--- src/rtl/glb_pkg.sv ---
// Global buffer word, address and byte-lane constants plus the write request struct
`default_nettype none

package glb_pkg;

    // ============================
    // Buffer geometry
    // ============================

    // Address width of the GLB
    localparam int GLB_ADDR_W = 16;

    // One byte per lane
    localparam int DATA_W = 8;

    // Byte lanes per buffer word, fixed by the word format
    localparam int NUM = 4;
    localparam int WORD_W = DATA_W * NUM;

    // ============================
    // Bus types
    // ============================

    typedef logic [GLB_ADDR_W-1:0] glb_addr_t;

    // Byte i sits in bits [i*DATA_W +: DATA_W]
    typedef logic [WORD_W-1:0] glb_word_t;

    // Write request, 48 bits
    typedef struct packed {
        glb_addr_t addr;
        glb_word_t data;
    } glb_wr_t;

endpackage

`default_nettype wire
--- src/rtl/shf_pkg.sv ---
// Shift unit opcode and state enums, configuration struct and lane step struct
`default_nettype none

package shf_pkg;

    // ============================
    // Sizes
    // ============================

    // Word count field width
    localparam int CNT_W = 16;

    // Step counter needs one extra bit for the flush tail
    localparam int STEP_W = CNT_W + 1;

    // Deepest lane delay, also the number of flush steps
    localparam int SKEW_DEPTH = glb_pkg::NUM - 1;

    // ============================
    // Enums
    // ============================

    typedef enum logic {
        OP_COPY = 1'b0,
        OP_SKEW = 1'b1
    } shf_op_e;

    typedef enum logic [1:0] {
        ST_IDLE  = 2'd0,
        ST_READ  = 2'd1,
        ST_FLUSH = 2'd2
    } shf_state_e;

    // ============================
    // Structs
    // ============================

    // Job description, 49 bits
    typedef struct packed {
        shf_op_e           op;
        glb_pkg::glb_addr_t in_base;
        glb_pkg::glb_addr_t out_base;
        logic [CNT_W-1:0]  num;
    } shf_cfg_t;

    // One lane advance, 33 bits
    typedef struct packed {
        glb_pkg::glb_word_t word;
        logic               last;
    } shf_step_t;

endpackage

`default_nettype wire

--- src/rtl/shf_top.sv ---
// Shift unit top joining read controller, byte lanes and write controller
`timescale 1ns/1ns
`default_nettype none

module shf_top (
    input  wire                       clk,
    input  wire                       rst_n,
    input  wire shf_pkg::shf_cfg_t    cfg,
    input  wire                       cfg_valid,
    output logic                      cfg_ready,
    output glb_pkg::glb_addr_t        rd_addr,
    output logic                      rd_addr_valid,
    input  wire                       rd_addr_ready,
    input  wire glb_pkg::glb_word_t   rd_data,
    input  wire                       rd_data_valid,
    output logic                      rd_data_ready,
    output glb_pkg::glb_wr_t          wr,
    output logic                      wr_valid,
    input  wire                       wr_ready,
    output logic                      done
);
    import glb_pkg::*;
    import shf_pkg::*;

    shf_step_t step;
    logic      step_valid;
    logic      step_ready;
    logic      step_fire;
    shf_op_e   op;
    glb_addr_t out_base;
    logic      lane_clear;
    logic      job_end;
    glb_word_t lane_bytes;

    // All lanes advance together
    assign step_fire = step_valid & step_ready;

    shf_rd_ctrl u_rd_ctrl (
        .clk           (clk),
        .rst_n         (rst_n),
        .cfg           (cfg),
        .cfg_valid     (cfg_valid),
        .cfg_ready     (cfg_ready),
        .rd_addr       (rd_addr),
        .rd_addr_valid (rd_addr_valid),
        .rd_addr_ready (rd_addr_ready),
        .rd_data       (rd_data),
        .rd_data_valid (rd_data_valid),
        .rd_data_ready (rd_data_ready),
        .step          (step),
        .step_valid    (step_valid),
        .step_ready    (step_ready),
        .op            (op),
        .out_base      (out_base),
        .lane_clear    (lane_clear),
        .job_end       (job_end)
    );

    // ============================
    // Byte lanes
    // ============================

    for (genvar i = 0; i < NUM; i++) begin : g_lane
        shf_lane #(
            .LANE (i)
        ) u_lane (
            .clk   (clk),
            .rst_n (rst_n),
            .clear (lane_clear),
            .op    (op),
            .shift (step_fire),
            .din   (step.word[i*DATA_W +: DATA_W]),
            .dout  (lane_bytes[i*DATA_W +: DATA_W])
        );
    end

    shf_wr_ctrl u_wr_ctrl (
        .clk        (clk),
        .rst_n      (rst_n),
        .lane_bytes (lane_bytes),
        .step_fire  (step_fire),
        .step_last  (step.last),
        .out_base   (out_base),
        .step_ready (step_ready),
        .wr         (wr),
        .wr_valid   (wr_valid),
        .wr_ready   (wr_ready),
        .job_end    (job_end),
        .done       (done)
    );

endmodule

`default_nettype wire

--- src/rtl/shf_wr_ctrl.sv ---
// Output word register, write address counter, job end and done pulse
`timescale 1ns/1ns
`default_nettype none

module shf_wr_ctrl (
    input  wire                       clk,
    input  wire                       rst_n,
    input  wire glb_pkg::glb_word_t   lane_bytes,
    input  wire                       step_fire,
    input  wire                       step_last,
    input  wire glb_pkg::glb_addr_t   out_base,
    output logic                      step_ready,
    output glb_pkg::glb_wr_t          wr,
    output logic                      wr_valid,
    input  wire                       wr_ready,
    output logic                      job_end,
    output logic                      done
);
    import glb_pkg::*;

    glb_word_t word_q;
    logic      vld_q;
    logic      last_q;
    glb_addr_t wr_cnt;
    logic      wr_fire;

    // ============================
    // Output register handshake
    // ============================

    // Room when empty or emptying this cycle
    assign step_ready = ~vld_q | wr_ready;
    assign wr_fire    = vld_q & wr_ready;
    assign wr_valid   = vld_q;

    // Address follows the write count within the job
    assign wr = '{addr: out_base + wr_cnt, data: word_q};

    // Final write of the job leaves
    assign job_end = wr_fire & last_q;

    always_ff @(posedge clk) begin
        if (step_fire) begin
            word_q <= lane_bytes;
        end
    end

    always_ff @(posedge clk or negedge rst_n) begin
        if (!rst_n) begin
            vld_q  <= 1'b0;
            last_q <= 1'b0;
        end else if (step_fire) begin
            vld_q  <= 1'b1;
            last_q <= step_last;
        end else if (wr_fire) begin
            vld_q  <= 1'b0;
            last_q <= 1'b0;
        end
    end

    // ============================
    // Write count and done
    // ============================

    always_ff @(posedge clk or negedge rst_n) begin
        if (!rst_n) begin
            wr_cnt <= '0;
        end else if (wr_fire) begin
            // Restart for the next job
            wr_cnt <= job_end ? '0 : wr_cnt + 1'b1;
        end
    end

    // One cycle after the last write
    always_ff @(posedge clk or negedge rst_n) begin
        if (!rst_n) begin
            done <= 1'b0;
        end else begin
            done <= job_end;
        end
    end

endmodule

`default_nettype wire

--- src/rtl/shf_rd_ctrl.sv ---
// Job FSM, configuration capture, read address issue and lane step sequencing with flush
`timescale 1ns/1ns
`default_nettype none

module shf_rd_ctrl (
    input  wire                       clk,
    input  wire                       rst_n,
    input  wire shf_pkg::shf_cfg_t    cfg,
    input  wire                       cfg_valid,
    output logic                      cfg_ready,
    output glb_pkg::glb_addr_t        rd_addr,
    output logic                      rd_addr_valid,
    input  wire                       rd_addr_ready,
    input  wire glb_pkg::glb_word_t   rd_data,
    input  wire                       rd_data_valid,
    output logic                      rd_data_ready,
    output shf_pkg::shf_step_t        step,
    output logic                      step_valid,
    input  wire                       step_ready,
    output shf_pkg::shf_op_e          op,
    output glb_pkg::glb_addr_t        out_base,
    output logic                      lane_clear,
    input  wire                       job_end
);
    import glb_pkg::*;
    import shf_pkg::*;

    shf_state_e        state;
    shf_state_e        state_nxt;
    shf_cfg_t          cfg_q;
    glb_addr_t         a_cnt;
    logic [STEP_W-1:0] s_cnt;
    logic [STEP_W-1:0] step_total;
    logic              cfg_fire;
    logic              addr_fire;
    logic              step_fire;
    logic              data_open;
    logic              data_last;

    // ============================
    // Configuration
    // ============================

    // Accept a new job only when idle
    assign cfg_ready  = (state == ST_IDLE);
    assign cfg_fire   = cfg_valid & cfg_ready;
    // Zero the delay lines on the accepting edge
    assign lane_clear = cfg_fire;
    assign op         = cfg_q.op;
    assign out_base   = cfg_q.out_base;

    always_ff @(posedge clk) begin
        if (cfg_fire) begin
            cfg_q <= cfg;
        end
    end

    // ============================
    // Read address stream
    // ============================

    // Runs ahead of the data, one address per accepted cycle
    assign rd_addr_valid = (state == ST_READ) && (a_cnt < cfg_q.num);
    assign rd_addr       = cfg_q.in_base + a_cnt;
    assign addr_fire     = rd_addr_valid & rd_addr_ready;

    // ============================
    // Step stream
    // ============================

    // Skew jobs append the flush tail
    assign step_total = STEP_W'(cfg_q.num) + ((cfg_q.op == OP_SKEW) ? STEP_W'(SKEW_DEPTH) : '0);
    // Still expecting buffer data
    assign data_open  = (s_cnt < STEP_W'(cfg_q.num));
    assign data_last  = (s_cnt == STEP_W'(cfg_q.num) - 1'b1);
    assign step_fire  = step_valid & step_ready;

    always_comb begin
        step_valid    = 1'b0;
        rd_data_ready = 1'b0;
        step.word     = '0;
        step.last     = (s_cnt == step_total - 1'b1);
        case (state)
            ST_READ: begin
                // Data word passes straight through as a step
                step_valid    = rd_data_valid & data_open;
                rd_data_ready = step_ready & data_open;
                step.word     = rd_data;
            end
            ST_FLUSH: begin
                // Zero words push the tail out of the delay lines
                step_valid = (s_cnt < step_total);
            end
            default: begin
                step_valid = 1'b0;
            end
        endcase
    end

    // ============================
    // FSM
    // ============================

    always_comb begin
        state_nxt = state;
        case (state)
            ST_IDLE: begin
                if (cfg_fire) begin
                    state_nxt = ST_READ;
                end
            end
            ST_READ: begin
                // Copy jobs wait here for the final write
                if (job_end) begin
                    state_nxt = ST_IDLE;
                end else if (step_fire && data_last && cfg_q.op == OP_SKEW) begin
                    state_nxt = ST_FLUSH;
                end
            end
            ST_FLUSH: begin
                if (job_end) begin
                    state_nxt = ST_IDLE;
                end
            end
            default: begin
                state_nxt = ST_IDLE;
            end
        endcase
    end

    always_ff @(posedge clk or negedge rst_n) begin
        if (!rst_n) begin
            state <= ST_IDLE;
            a_cnt <= '0;
            s_cnt <= '0;
        end else begin
            state <= state_nxt;
            if (cfg_fire) begin
                a_cnt <= '0;
                s_cnt <= '0;
            end else begin
                if (addr_fire) begin
                    a_cnt <= a_cnt + 1'b1;
                end
                if (step_fire) begin
                    s_cnt <= s_cnt + 1'b1;
                end
            end
        end
    end

endmodule

`default_nettype wire

--- src/rtl/shf_lane.sv ---
// Single byte lane with a delay line and an opcode-selected tap
`timescale 1ns/1ns
`default_nettype none

module shf_lane #(
    parameter int LANE = 0
) (
    input  wire                         clk,
    input  wire                         rst_n,
    input  wire                         clear,
    input  wire shf_pkg::shf_op_e       op,
    input  wire                         shift,
    input  wire [glb_pkg::DATA_W-1:0]   din,
    output logic [glb_pkg::DATA_W-1:0]  dout
);
    import glb_pkg::*;
    import shf_pkg::*;

    logic [DATA_W-1:0] dly [SKEW_DEPTH];

    // Delay line, stage k holds the byte from k+1 steps ago
    always_ff @(posedge clk or negedge rst_n) begin
        if (!rst_n) begin
            for (int k = 0; k < SKEW_DEPTH; k++) begin
                dly[k] <= '0;
            end
        end else if (clear) begin
            // New job starts from an empty triangle
            for (int k = 0; k < SKEW_DEPTH; k++) begin
                dly[k] <= '0;
            end
        end else if (shift) begin
            dly[0] <= din;
            for (int k = 1; k < SKEW_DEPTH; k++) begin
                dly[k] <= dly[k-1];
            end
        end
    end

    // Lane 0 is never delayed
    if (LANE == 0) begin : g_tap_direct
        assign dout = din;
    end else begin : g_tap_delay
        // Copy jobs bypass the delay line
        assign dout = (op == OP_COPY) ? din : dly[LANE-1];
    end

endmodule

`default_nettype wire

--- config.mk ---
export PLATFORM = sky130hd
export DESIGN_NAME = shf_top
export DESIGN_NICKNAME = d
export VERILOG_FILES = /design/src/rtl/glb_pkg.sv /design/src/rtl/shf_pkg.sv /design/src/rtl/shf_top.sv /design/src/rtl/shf_wr_ctrl.sv /design/src/rtl/shf_rd_ctrl.sv /design/src/rtl/shf_lane.sv
export SDC_FILE = /design/constraint.sdc
export NUM_CORES = 1
export LEC_CHECK = 0
export ABC_AREA = 1
export ABC_CLOCK_PERIOD_IN_PS = 8550
export BUFFER_PORTS_ARGS = -buffer_cell sky130_fd_sc_hd__buf_2
export CAP_MARGIN = 10
export CORE_UTILIZATION = 25
export DETAILED_ROUTE_END_ITERATION = 8
export GPL_TIMING_DRIVEN = 0
export PLACE_DENSITY_LB_ADDON = 0.1
export REMOVE_ABC_BUFFERS = 1
export SYNTH_ARGS = -nofsm -noshare
export SYNTH_HDL_FRONTEND = slang
export SYNTH_SLANG_ARGS = --single-unit
--- constraint.sdc ---
create_clock -name clk -period 8.55 [get_ports clk]
set_input_delay 1.2825 -clock clk [delete_from_list [all_inputs] [get_ports clk]]
set_output_delay 1.2825 -clock clk [all_outputs]
set_load 0.01 [all_outputs]
After elaboration in Yosys (flattened, before gate mapping) --
Index checks and enable logic that the tools add are counted.
Operators by class: add/subtract/negate cells 8, magnitude comparators 3, eq/ne operators 7, muxes and demuxes 26, bitwise gates (word level) 9, reduce and logical (&&, ||, !) cells 8
Operators by type and width (number):
- $mux W24 | 6
- $mux W16 | 3
- $eq A17 B17 Y1 | 2
- $mux W17 | 2
- $add A16 B1 Y16 const B | 2
- $add A16 B16 Y16 | 2
- $mux W32 | 1
- $mux W8 | 3
- $add A16 B17 Y17 | 1
- $add A17 B1 Y17 const B | 1
- $lt A17 B16 Y1 | 1
- $lt A17 B17 Y1 | 1
- $sub A16 B1 Y17 const B | 1
- $sub A17 B1 Y17 const B | 1
- $lt A16 B16 Y1 | 1
- $mux W2 | 5
- $and A1 B1 Y1 | 7
- $pmux W2 S3 | 1
- $reduce_bool A2 Y1 | 3
- $mux W1 | 4
- $ne A2 B1 Y1 const B | 2
- $logic_and A1 B1 Y1 | 3
- $ne A3 B2 Y1 const B | 1
- $reduce_and A3 Y1 | 1
- other kinds (6) | 6
Word-level totals: bits in registers 191, input port bits 87

Logic depth before layout (Yosys ltp) --
Gate-level depths: netlist of run 1.
depth in word-level cells 10, gate-level depth with buffers 26, depth with buffers taken out 24

Modules after synthesis --
From an unflattened synthesis of run 1, not the netlist that was laid out.
Second synthesis, totals: cell total of the unflattened synthesis 1709, area total of the unflattened synthesis 12854.8 µm²
Modules (own cells, without submodules):
- shf_rd_ctrl | times used 1, cells an instance 1077, area each 7673.6 µm², sequential area each 2347.3 µm²
- shf_wr_ctrl | times used 1, cells an instance 337, area each 2836.5 µm², sequential area each 1436.4 µm²
- shf_lane (g_lane[3].u_lane) | times used 1, cells an instance 130, area each 1074.8 µm², sequential area each 600.6 µm²
- shf_lane (g_lane[2].u_lane) | times used 1, cells an instance 95, area each 755.7 µm², sequential area each 400.4 µm²
- shf_lane (g_lane[1].u_lane) | times used 1, cells an instance 60, area each 446.7 µm², sequential area each 200.2 µm²
- shf_lane (g_lane[0].u_lane) | times used 1, cells an instance 8, area each 60.1 µm², sequential area each 0.0 µm²
- shf_top | times used 1, cells an instance 2, area each 7.5 µm², sequential area each 0.0 µm²

Least setup slack after synthesis of run 1 --
No wires, ideal clock.
path type flip-flop to flip-flop, start point register u_rd_ctrl.cfg_q[0] in the netlist's numbering, end point register u_rd_ctrl.s_cnt[7], library setup time 0.071 ns, data arrival time 3.737 ns, data required time 8.479 ns, setup slack 4.742 ns, cell stages (with the launch flop) 24, buffers on the path 1, period minus slack after synthesis 3.808 ns, cells stage by stage edfxtp_1 > ha_1 > inv_1 > fa_1 > nor2_2 > nand3_2 > nor2_1 > nand3_1 > nor3_1 > nand3_1 > ha_1 > nand2_1 > nor2_1 > and2_1 > nand4_1 > nand4_1 > nand2_1 > nand2_1 > nor2_1 > buf_2 > nand2_1 > o21ai_0 > nand2_1 > nor2_1
On the way: cells in the longest elaborated chain, start to end 5
Ends and longest elaborated chain:
- from (decl) | RTL line shf_rd_ctrl.sv:30 | shf_cfg_t cfg_q;
- from (signal assigned) | RTL line shf_rd_ctrl.sv:54 | cfg_q <= cfg;
- $add A16 B17 Y17 / $lt A17 B16 Y1 (equally long branches) | RTL line shf_rd_ctrl.sv:72, shf_rd_ctrl.sv:74
- $lt A17 B17 Y1 / $and A1 B1 Y1 (equally long branches) | RTL line shf_rd_ctrl.sv:92, shf_rd_ctrl.sv:86
- $pmux W1 S2 (*) | RTL line shf_rd_ctrl.sv:83 | case (state)
- $and A1 B1 Y1 (*)
- named net g_lane[0].u_lane.shift | RTL line shf_lane.sv:12 | input wire shift,
- $reduce_bool A2 Y1 (no source line) (*)
- to (signal assigned) | RTL line shf_rd_ctrl.sv:146 | s_cnt <= s_cnt + 1'b1;
- to (decl) | RTL line shf_rd_ctrl.sv:32 | logic [STEP_W-1:0] s_cnt;
Mark *: on every way through the listed nets, which the timed path passes. The rest lies on a longest branch. A chain may end at the register's enable or synchronous reset.

Final worst setup path of run 1 --
start point register u_rd_ctrl.cfg_q (netlist bit u_rd_ctrl.op), end point register g_lane[3].u_lane.dly[6] in the netlist's numbering
On the way: cells in the longest elaborated chain, start to end 6
Ends and longest elaborated chain:
- $mux W2 | RTL line shf_rd_ctrl.sv:72 | assign step_total = STEP_W'(cfg_q.num) + ((cfg_q.op == OP_SKEW) ? STEP_W'(SKEW_DEPTH) : '0);
- $add A16 B17 Y17 | RTL line shf_rd_ctrl.sv:72
- $lt A17 B17 Y1 | RTL line shf_rd_ctrl.sv:92 | step_valid = (s_cnt < step_total);
- $pmux W1 S2 | RTL line shf_rd_ctrl.sv:83
- $and A1 B1 Y1 | RTL line shf_top.sv:36 | assign step_fire = step_valid & step_ready;
- $reduce_bool A2 Y1 (no source line)
- to (signal, indexed assignment) | RTL line shf_lane.sv:35 | dly[k] <= dly[k-1];
- to (decl) | RTL line shf_lane.sv:19 | logic [DATA_W-1:0] dly [SKEW_DEPTH];
No other way between the ends.

==> summary.md, run 1 <==
| Metric | Value |
|---|---|
| Status | finished, violations left |
| Failing checks | DRC |
| Footprint of the multi-input gates | 6078 sq um |
| CTS tree | done |
| Fmax | 169.2 MHz |
| Fillers | 5071 |
| Total global routing overflow | 0 |
| # Post-CTS Setup Buffers | 0 |
| Total number of vias | 10080 |
| Initial antenna violation count | 5 |
| Top FF cell, synth | dfrtp_1 |
| Slew headroom | 33.48% |
| GP Congestion | 0.8059 |
| Fin. max-slew vios | 0 |
| Cell Rows | 79 |
| Number of synthesized flops with an enable pin | 81 |
| First-pass GRT wire length | 55.13 mm |
| Power density cells | 240.9 nW/um^2 |
| Worst-margin pin slew | 0.9954 ns |
| Number of setup violations in the final report | 0 |
| Design Power | 3.372 mW |
| Mapped Cells | 1471 |
| Post-DR wirelength/cell | 15.51 um |
| Worst path required time | 8.97 ns |
| Setup_tns | 0 ns |
| Initial Utilization | 25.45% |
| CTS max path bufs | 2 |
| FF+latch count, synth | 183 |
| Post-CTS sizing | 0 |
| CP dominant cell by count | nand2_1 |
| Seq/Total Area, Yosys | 41.99% |
| Max incr delay on CP | 0.91 ns |
| Largest net degree at the start of global routing | 64 |
| Crit path launch type | register |
| Warnings, synthesis | 0 |
| Max Cap Viol | 0 |
| Final WL | 34.70 mm |
| Cell Area, Synth | 11870 sq um |
| Dpl cells | 2204 |
| Reg-to-reg setup timing slack | 2.64 ns |
| Vias in the first global route | 10150 |
| Fin area | 13990 sq um |
| Worst Setup End Kind | register |
| Io pins | 156 |
| Hold violation total from the final report | 0 |
| Skew-Pair Late Insertion Delay | 0.49 ns |
| Final period util | 69.14% |
| Post-route antenna net violation count | 0 |
| R2R cell count | 23 |
| CTS sink cnt | 183 |
| Die X | 219.9 um |
| Die area | 48370 sq um |
| Synth async-reset ratio | 55.74% |
| Worst-case hold slack | 0.4816 ns |
| Max rail drop VDD | 0.1392 mV |
| Clock-pin slew on the worst setup and hold paths | 0.07 ns |
| RSZ-0062 raised after global routing | no |
| Layout Cells excl Fill | 2237 |
| DRC errors left | 20 |
| Reg2reg end | g_lane[3].u_lane.dly[6]$_DFFE_PN0P_ |
| # hold bufs at CTS | 0 |
| Initial DRC Count | 490 |
| CTS root buffer | clkbuf_16 |
| Layout cells sized above 1 | 14.98% |
| Largest delay share family, worst path | simple AND/OR/NAND/NOR gates |
| Setup CP Type | reg2reg |
| Yosys cell types | 47 |
| Data arrival time of the worst path | 6.33 ns |
| Clock buffer count from CTS | 17 |
| CP bufs+invs | 3 |
| Worst-path maximum fanout | 38 |
| Final nets | 1794 |
| IO Port Bufs | 155 |
| Post-Synthesis Mean Instance Area | 8.071 sq um |
| R2R Path Start | u_rd_ctrl.op$_DFFE_PP_ |
| Via density | 4.504 |
| Most common cell after layout, fill and taps aside | nand2_1 |
| Gr usage total | 15.15% |
| Hold worst-path end | g_lane[3].u_lane.dly[22]$_DFFE_PN0P_ |
| Tmin final | 5.911 ns |
| HPWL Detailed | 26.76 mm |
| Area growth, synth to finish | 17.86% |
| Setup Skew | 0.01644 ns |
| Hold Crit Start | g_lane[3].u_lane.dly[22]$_DFFE_PN0P_ |
| Core ar. | 46650 sq um |
| Die H | 219.9 um |
| Worst hold path type | reg2reg |
| Crit path cell chain | ha_1 -> inv_1 -> fa_1 -> nor2_2 -> nand3_2 -> nor2_1 -> nand3_1 -> nor3_1 -> nand3_1 -> ha_1 -> nand2_1 -> nor2_1 -> and2_1 -> nand4_1 -> nand4_1 -> nand2_1 -> nand2_1 -> inv_1 -> nand2_2 -> nand2_1 -> inv_2 -> nand2_1 -> o21ai_0 |
| First drt pass iteration count | 6 |
| H-tree depth | 4 |
| Slowest-stage cell, CP | inv_2 |
| LEAKAGE | 6.495 nW |
| Reg area | 4985 sq um |
| Most frequent cells in the layout | 367 x nand2_1, 163 x inv_1, 154 x buf_2, 111 x nor2_1, 109 x o21ai_0 |
| Hold path depth | 2 |
| Placed cell areas | 13420 sq um |
==> area by class of cell <==
class / count / share of cell area [%]
Tap cell: 607 / 5.427
Sequential cell: 183 / 35.62
Antenna cell: 1 / 0.01788
Multi-Input combinational cell: 1083 / 43.44
Clock buffer: 17 / 3.040
Clock inverter: 15 / 1.046
Inverter: 169 / 4.551
Timing Repair Buffer: 162 / 6.858
==> worst reg2reg max path, delay by kind of cell, from the launching register on <==
kind | cells | cell delay [ns]
AND/OR/NAND/NOR | 16 | 2.95
adder cells (fa/ha/maj) | 3 | 1.08
flip-flops | 1 | 0.61
AO/OA/AOI/OAI | 1 | 0.11
buffers and inverters | 3 | 1.07
==> worst max-delay path by stage <==
stage / from / to / slack (ns) / depth (start not counted)
detailed placement: u_rd_ctrl.op$_DFFE_PP_ / g_lane[3].u_lane.dly[6]$_DFFE_PN0P_ / 2.42 / 23
CTS: u_rd_ctrl.op$_DFFE_PP_ / g_lane[3].u_lane.dly[6]$_DFFE_PN0P_ / 2.39 / 23
finish: u_rd_ctrl.op$_DFFE_PP_ / g_lane[3].u_lane.dly[6]$_DFFE_PN0P_ / 2.64 / 23
global placement: u_rd_ctrl.op$_DFFE_PP_ / g_lane[3].u_lane.dly[9]$_DFFE_PN0P_ / -3.19 / 22
global route: u_rd_ctrl.op$_DFFE_PP_ / g_lane[2].u_lane.dly[12]$_DFFE_PN0P_ / 1.97 / 23
floorplan: u_rd_ctrl.op$_DFFE_PP_ / g_lane[3].u_lane.dly[10]$_DFFE_PN0P_ / 1.90 / 22
==> synthesized netlist by cell type (2+ instances only) <==
cell type | count | share of area, %
edfxtp_1 | 81 | 20
nand3_2 | 2 | 0.17
clkinv_1 | 2 | 0.063
a21oi_1 | 80 | 3.4
o211ai_1 | 3 | 0.19
a22oi_1 | 2 | 0.13
nand2_1 | 368 | 12
buf_4 | 5 | 0.32
xor2_1 | 46 | 3.4
o22ai_1 | 8 | 0.42
nand2_4 | 2 | 0.19
nor3_1 | 27 | 1.1
nor2_4 | 6 | 0.57
nor3_2 | 3 | 0.25
nor2_1 | 112 | 3.5
fa_1 | 3 | 0.51
nor2_2 | 9 | 0.47
buf_2 | 8 | 0.34
inv_2 | 2 | 0.063
a31oi_1 | 2 | 0.11
ha_1 | 88 | 9.3
buf_6 | 3 | 0.28
xnor2_1 | 20 | 1.5
a21o_1 | 2 | 0.13
and2_1 | 2 | 0.11
a21boi_0 | 5 | 0.32
dfrtp_1 | 102 | 21
nand4_1 | 28 | 1.5
o21ai_0 | 109 | 4.6
nand3_1 | 101 | 4.3
o21ai_1 | 2 | 0.084
nand3b_1 | 3 | 0.19
buf_1 | 2 | 0.063
nor4_1 | 6 | 0.32
inv_1 | 165 | 5.2
clkbuf_1 | 17 | 0.54
nand2_2 | 19 | 1.0
o31ai_1 | 17 | 1.1
==> per-layer routing <==
layer	GRT usage [%]	share of wire [%]
met3	3.561	3.7
met4	5.425	2.1
met1	18.89	47
met5	0	0.16
met2	25.34	47
==> power breakdown <==
part           switching (mW)  total (mW)  leakage (nW)  internal, mW
registers               0.120        1.23          2.13          1.11
logic                   0.881        1.33          4.08         0.453
clock network           0.400       0.808         0.278         0.408
total                    1.40        3.37          6.49          1.97
==> through the flow <==
stage / setup slack [ns] / util (%)
detailed placement: 2.419 / 28.76
CTS: 2.389 / 29.99
global route: 1.973 / 29.99
finish: 2.639 / 29.99
global placement: -3.188 / 28.34
floorplan: 1.902 / -
==> sequential cells by signal, indices dropped and copies added, names as in the netlist <==
register and cells:
g_lane.u_lane.dly 48, u_rd_ctrl.cfg_q 32, u_wr_ctrl.word_q 32, u_rd_ctrl.s_cnt 17, u_rd_ctrl.a_cnt 16, u_rd_ctrl.out_base 16
u_wr_ctrl.wr_cnt 16, u_rd_ctrl.state 2, u_rd_ctrl.op 1, u_wr_ctrl.done 1, u_wr_ctrl.last_q 1, u_wr_ctrl.wr_valid 1
==> logic make-up (layout without fill, tap and decap cells) <==
kind of cell               count (synthesis)  in the layout  synth area share (%)
adders and majority gates                 91             91                 9.780
other                                      0              1                     0
buffers and inverters                    205            363                 6.924
xor gates and xnor gates                  67             67                 5.006
AOI/OAI and AO/OA                        233            233                 10.60
and+or+nand+nor                          692            692                 25.70
DFF                                      183            183                 41.99
Note: power is estimated with default switching activity, not from simulation.
==> run 2: changes to the inputs <==
- ABC_CLOCK_PERIOD_IN_PS: 8550 -> 5800
- clock period: 8.55 -> 5.8 ns (I/O delays scaled with it)
==> run 2 against run 1 <==
The flow still finishes with violations (DRC); power rose by 48%; clock power up 47%; non-clock buffer count unchanged; sequential cell count is the same; global-route usage did not move; routed wire length shrank 0.16%; sequential share of layout area hardly changed; hold slack worse by 0.16 ns; final cell count is the same; register-to-register slack worse by 2.1 ns; first-iteration DRC count shrank 2.2%; critical path type unchanged.
==> summary.md, run 2 (synthesized netlist as in run 1, its figures left out) <==
| Metric | Value |
|---|---|
| Final period util | 91.12% (was 69.14%) |
| Status | finished, violations left (unchanged) |
| Max rail drop VDD | 0.2052 mV (was 0.1392 mV) |
| Failing checks | DRC (unchanged) |
| Post-DR wirelength/cell | 15.49 um (was 15.51 um) |
| Gr usage total | 15.15% (unchanged) |
| R2R cell count | 23 (unchanged) |
| Initial DRC Count | 479 (was 490) |
| Reg-to-reg setup timing slack | 0.52 ns (was 2.64 ns) |
| CTS sink cnt | 183 (unchanged) |
| Slew headroom | 40.72% (was 33.48%) |
| Worst hold path type | in2async (was reg2reg) |
| Worst-path maximum fanout | 41 (was 38) |
| Skew-Pair Late Insertion Delay | 0.49 ns (about the same) |
| DRC errors left | 20 (unchanged) |
| GP Congestion | 0.8059 (unchanged) |
| Tmin final | 5.285 ns (was 5.911 ns) |
| Clock buffer count from CTS | 17 (unchanged) |
| Top Registers | g_lane.u_lane.dly x48, u_rd_ctrl.cfg_q x32, u_wr_ctrl.word_q x32 (unchanged) |
| Via density | 4.502 (was 4.504) |
| CTS max path bufs | 2 (unchanged) |
| Number of setup violations in the final report | 0 (unchanged) |
| Slowest-stage cell, CP | nor2_4 (was inv_2) |
| Io pins | 156 (unchanged) |
| Setup CP Type | reg2reg (unchanged) |
| Crit path launch type | register (unchanged) |
| Fillers | 5072 (was 5071) |
| Die H | 219.9 um (unchanged) |
| Core ar. | 46650 sq um (unchanged) |
| CTS root buffer | clkbuf_16 (unchanged) |
| HPWL Detailed | 26.76 mm (unchanged) |
| Most frequent cells in the layout | 366 x nand2_1, 163 x inv_1, 154 x buf_2, 111 x nor2_1, 109 x o21ai_0 (was 367 x nand2_1, 163 x inv_1, 154 x buf_2, 111 x nor2_1, 109 x o21ai_0) |
| Die X | 219.9 um (unchanged) |
| Largest delay share family, worst path | simple AND/OR/NAND/NOR gates (unchanged) |
| Setup Skew | 0.01642 ns (was 0.01644 ns) |
| Worst-margin pin slew | 0.8871 ns (was 0.9954 ns) |
| Die area | 48370 sq um (unchanged) |
| CP dominant cell by count | nand2_1 (unchanged) |
| Max incr delay on CP | 0.70 ns (was 0.91 ns) |
| Largest net degree at the start of global routing | 64 (unchanged) |
| IO Port Bufs | 155 (unchanged) |
| LEAKAGE | 6.493 nW (was 6.495 nW) |
| Total global routing overflow | 0 (unchanged) |
| Fin. max-slew vios | 0 (unchanged) |
| Hold violation total from the final report | 0 (unchanged) |
| Fmax | 189.2 MHz (was 169.2 MHz) |
| Initial antenna violation count | 5 (unchanged) |
| Most common cell after layout, fill and taps aside | nand2_1 (unchanged) |
| Final WL | 34.64 mm (was 34.70 mm) |
| CP bufs+invs | 3 (unchanged) |
| Cell Rows | 79 (unchanged) |
| Largest register FFs | 48 (unchanged) |
| R2R Path Start | u_rd_ctrl.op$_DFFE_PP_ (unchanged) |
| Reg area | 4985 sq um (unchanged) |
| First-pass GRT wire length | 55.13 mm (unchanged) |
| Design Power | 4.975 mW (was 3.372 mW) |
| # Post-CTS Setup Buffers | 0 (unchanged) |
| RSZ-0062 raised after global routing | no (unchanged) |
| Total number of vias | 10070 (was 10080) |
| First drt pass iteration count | 7 (was 6) |
| Vias in the first global route | 10150 (unchanged) |
| Crit path cell chain | ha_1 -> inv_1 -> fa_1 -> nor2_2 -> nand3_2 -> nor2_1 -> nand3_1 -> nor3_1 -> nand3_1 -> ha_1 -> nand2_1 -> nor2_1 -> and2_1 -> nand4_1 -> nand4_1 -> nand2_1 -> nand2_1 -> nor2_4 -> nand2_2 -> buf_12 -> clkinvlp_4 -> nand2_1 -> o21ai_0 (was ha_1 -> inv_1 -> fa_1 -> nor2_2 -> nand3_2 -> nor2_1 -> nand3_1 -> nor3_1 -> nand3_1 -> ha_1 -> nand2_1 -> nor2_1 -> and2_1 -> nand4_1 -> nand4_1 -> nand2_1 -> nand2_1 -> inv_1 -> nand2_2 -> nand2_1 -> inv_2 -> nand2_1 -> o21ai_0) |
| Clock-pin slew on the worst setup and hold paths | 0.07 ns (about the same) |
| H-tree depth | 4 (unchanged) |
| Worst Setup End Kind | register (unchanged) |
| Max Cap Viol | 0 (unchanged) |
| Worst path required time | 6.19 ns (was 8.97 ns) |
| Data arrival time of the worst path | 5.68 ns (was 6.33 ns) |
| Area growth, synth to finish | 17.96% (was 17.86%) |
| Layout cells sized above 1 | 15.10% (was 14.98%) |
| Power density cells | 355.3 nW/um^2 (was 240.9 nW/um^2) |
| Footprint of the multi-input gates | 6081 sq um (was 6078 sq um) |
| Initial Utilization | 25.45% (unchanged) |
| CTS tree | done (unchanged) |
| Worst-case hold slack | 0.3198 ns (was 0.4816 ns) |
| Final nets | 1794 (unchanged) |
| Post-route antenna net violation count | 0 (unchanged) |
| Biggest register | g_lane.u_lane.dly (unchanged) |
| Reg2reg end | u_rd_ctrl.s_cnt[1]$_DFFE_PN0P_ (was g_lane[3].u_lane.dly[6]$_DFFE_PN0P_) |
==> run 2: per-stage QoR <==
step / TNS (ns) / utilization [%] / instance area, sq um / setup WS [ns] / instances
final: 0 / 30.02 / 14000 / 0.5150 / 2237
after global routing: 0 / 30.02 / 14000 / 0.03333 / 2237
after CTS: 0 / 30.00 / 14000 / 0.3044 / 2236
after detailed placement: -11.49 / 28.76 / 13420 / -0.3311 / 2204
after global placement: -401.31 / 28.34 / 13220 / -5.938 / 2197
after floorplan: -37.75 / - / 11690 / -0.8480 / 1435
==> run 2: cell type report <==
| class | count | area share (%) |
|---|---|---|
| multi-input cells | 1083 | 43.42 |
| flip-flops and latches | 183 | 35.59 |
| repair buffers | 162 | 6.852 |
| well taps | 607 | 5.423 |
| inverters | 169 | 4.610 |
| clock buffers | 17 | 3.038 |
| clock inverters | 15 | 1.045 |
| diodes | 1 | 0.01787 |
==> run 2: worst max-delay path by stage <==
stage                                                end                    from  depth (start not counted)  slack (ns)
detailed placement   g_lane[3].u_lane.dly[6]$_DFFE_PN0P_  u_rd_ctrl.op$_DFFE_PP_                         23       -0.33
CTS                  g_lane[3].u_lane.dly[9]$_DFFE_PN0P_  u_rd_ctrl.op$_DFFE_PP_                         23        0.30
finish                    u_rd_ctrl.s_cnt[1]$_DFFE_PN0P_  u_rd_ctrl.op$_DFFE_PP_                         23        0.52
floorplan           g_lane[3].u_lane.dly[10]$_DFFE_PN0P_  u_rd_ctrl.op$_DFFE_PP_                         22       -0.85
global placement     g_lane[3].u_lane.dly[9]$_DFFE_PN0P_  u_rd_ctrl.op$_DFFE_PP_                         22       -5.94
global route        g_lane[3].u_lane.dly[10]$_DFFE_PN0P_  u_rd_ctrl.op$_DFFE_PP_                         22        0.03
==> run 2: what timing repair did <==
| action | 4_1_cts | 5_1_grt |
|---|---|---|
| gates resized for setup | 3 | 1 |
| gates cloned | 0 | 0 |
| hold buffers | 0 | 0 |
| endpoints found under the setup margin | 38 | 4 |
==> run 2: metal layers <==
layer | vias up | GRT usage (%) | routed length [um]
met4 | 8 | 5.425 | 721
met5 | - | 0 | 55
li1 | 5211 | - | -
met3 | 42 | 3.561 | 1192
met2 | 143 | 25.34 | 16480
met1 | 4667 | 18.89 | 16190
==> run 2: report_power, final <==
| part | internal (mW) | switching [mW] | total [mW] |
|---|---|---|---|
| clock network | 0.601 | 0.589 | 1.19 |
| logic | 0.671 | 1.30 | 1.97 |
| registers | 1.64 | 0.177 | 1.81 |
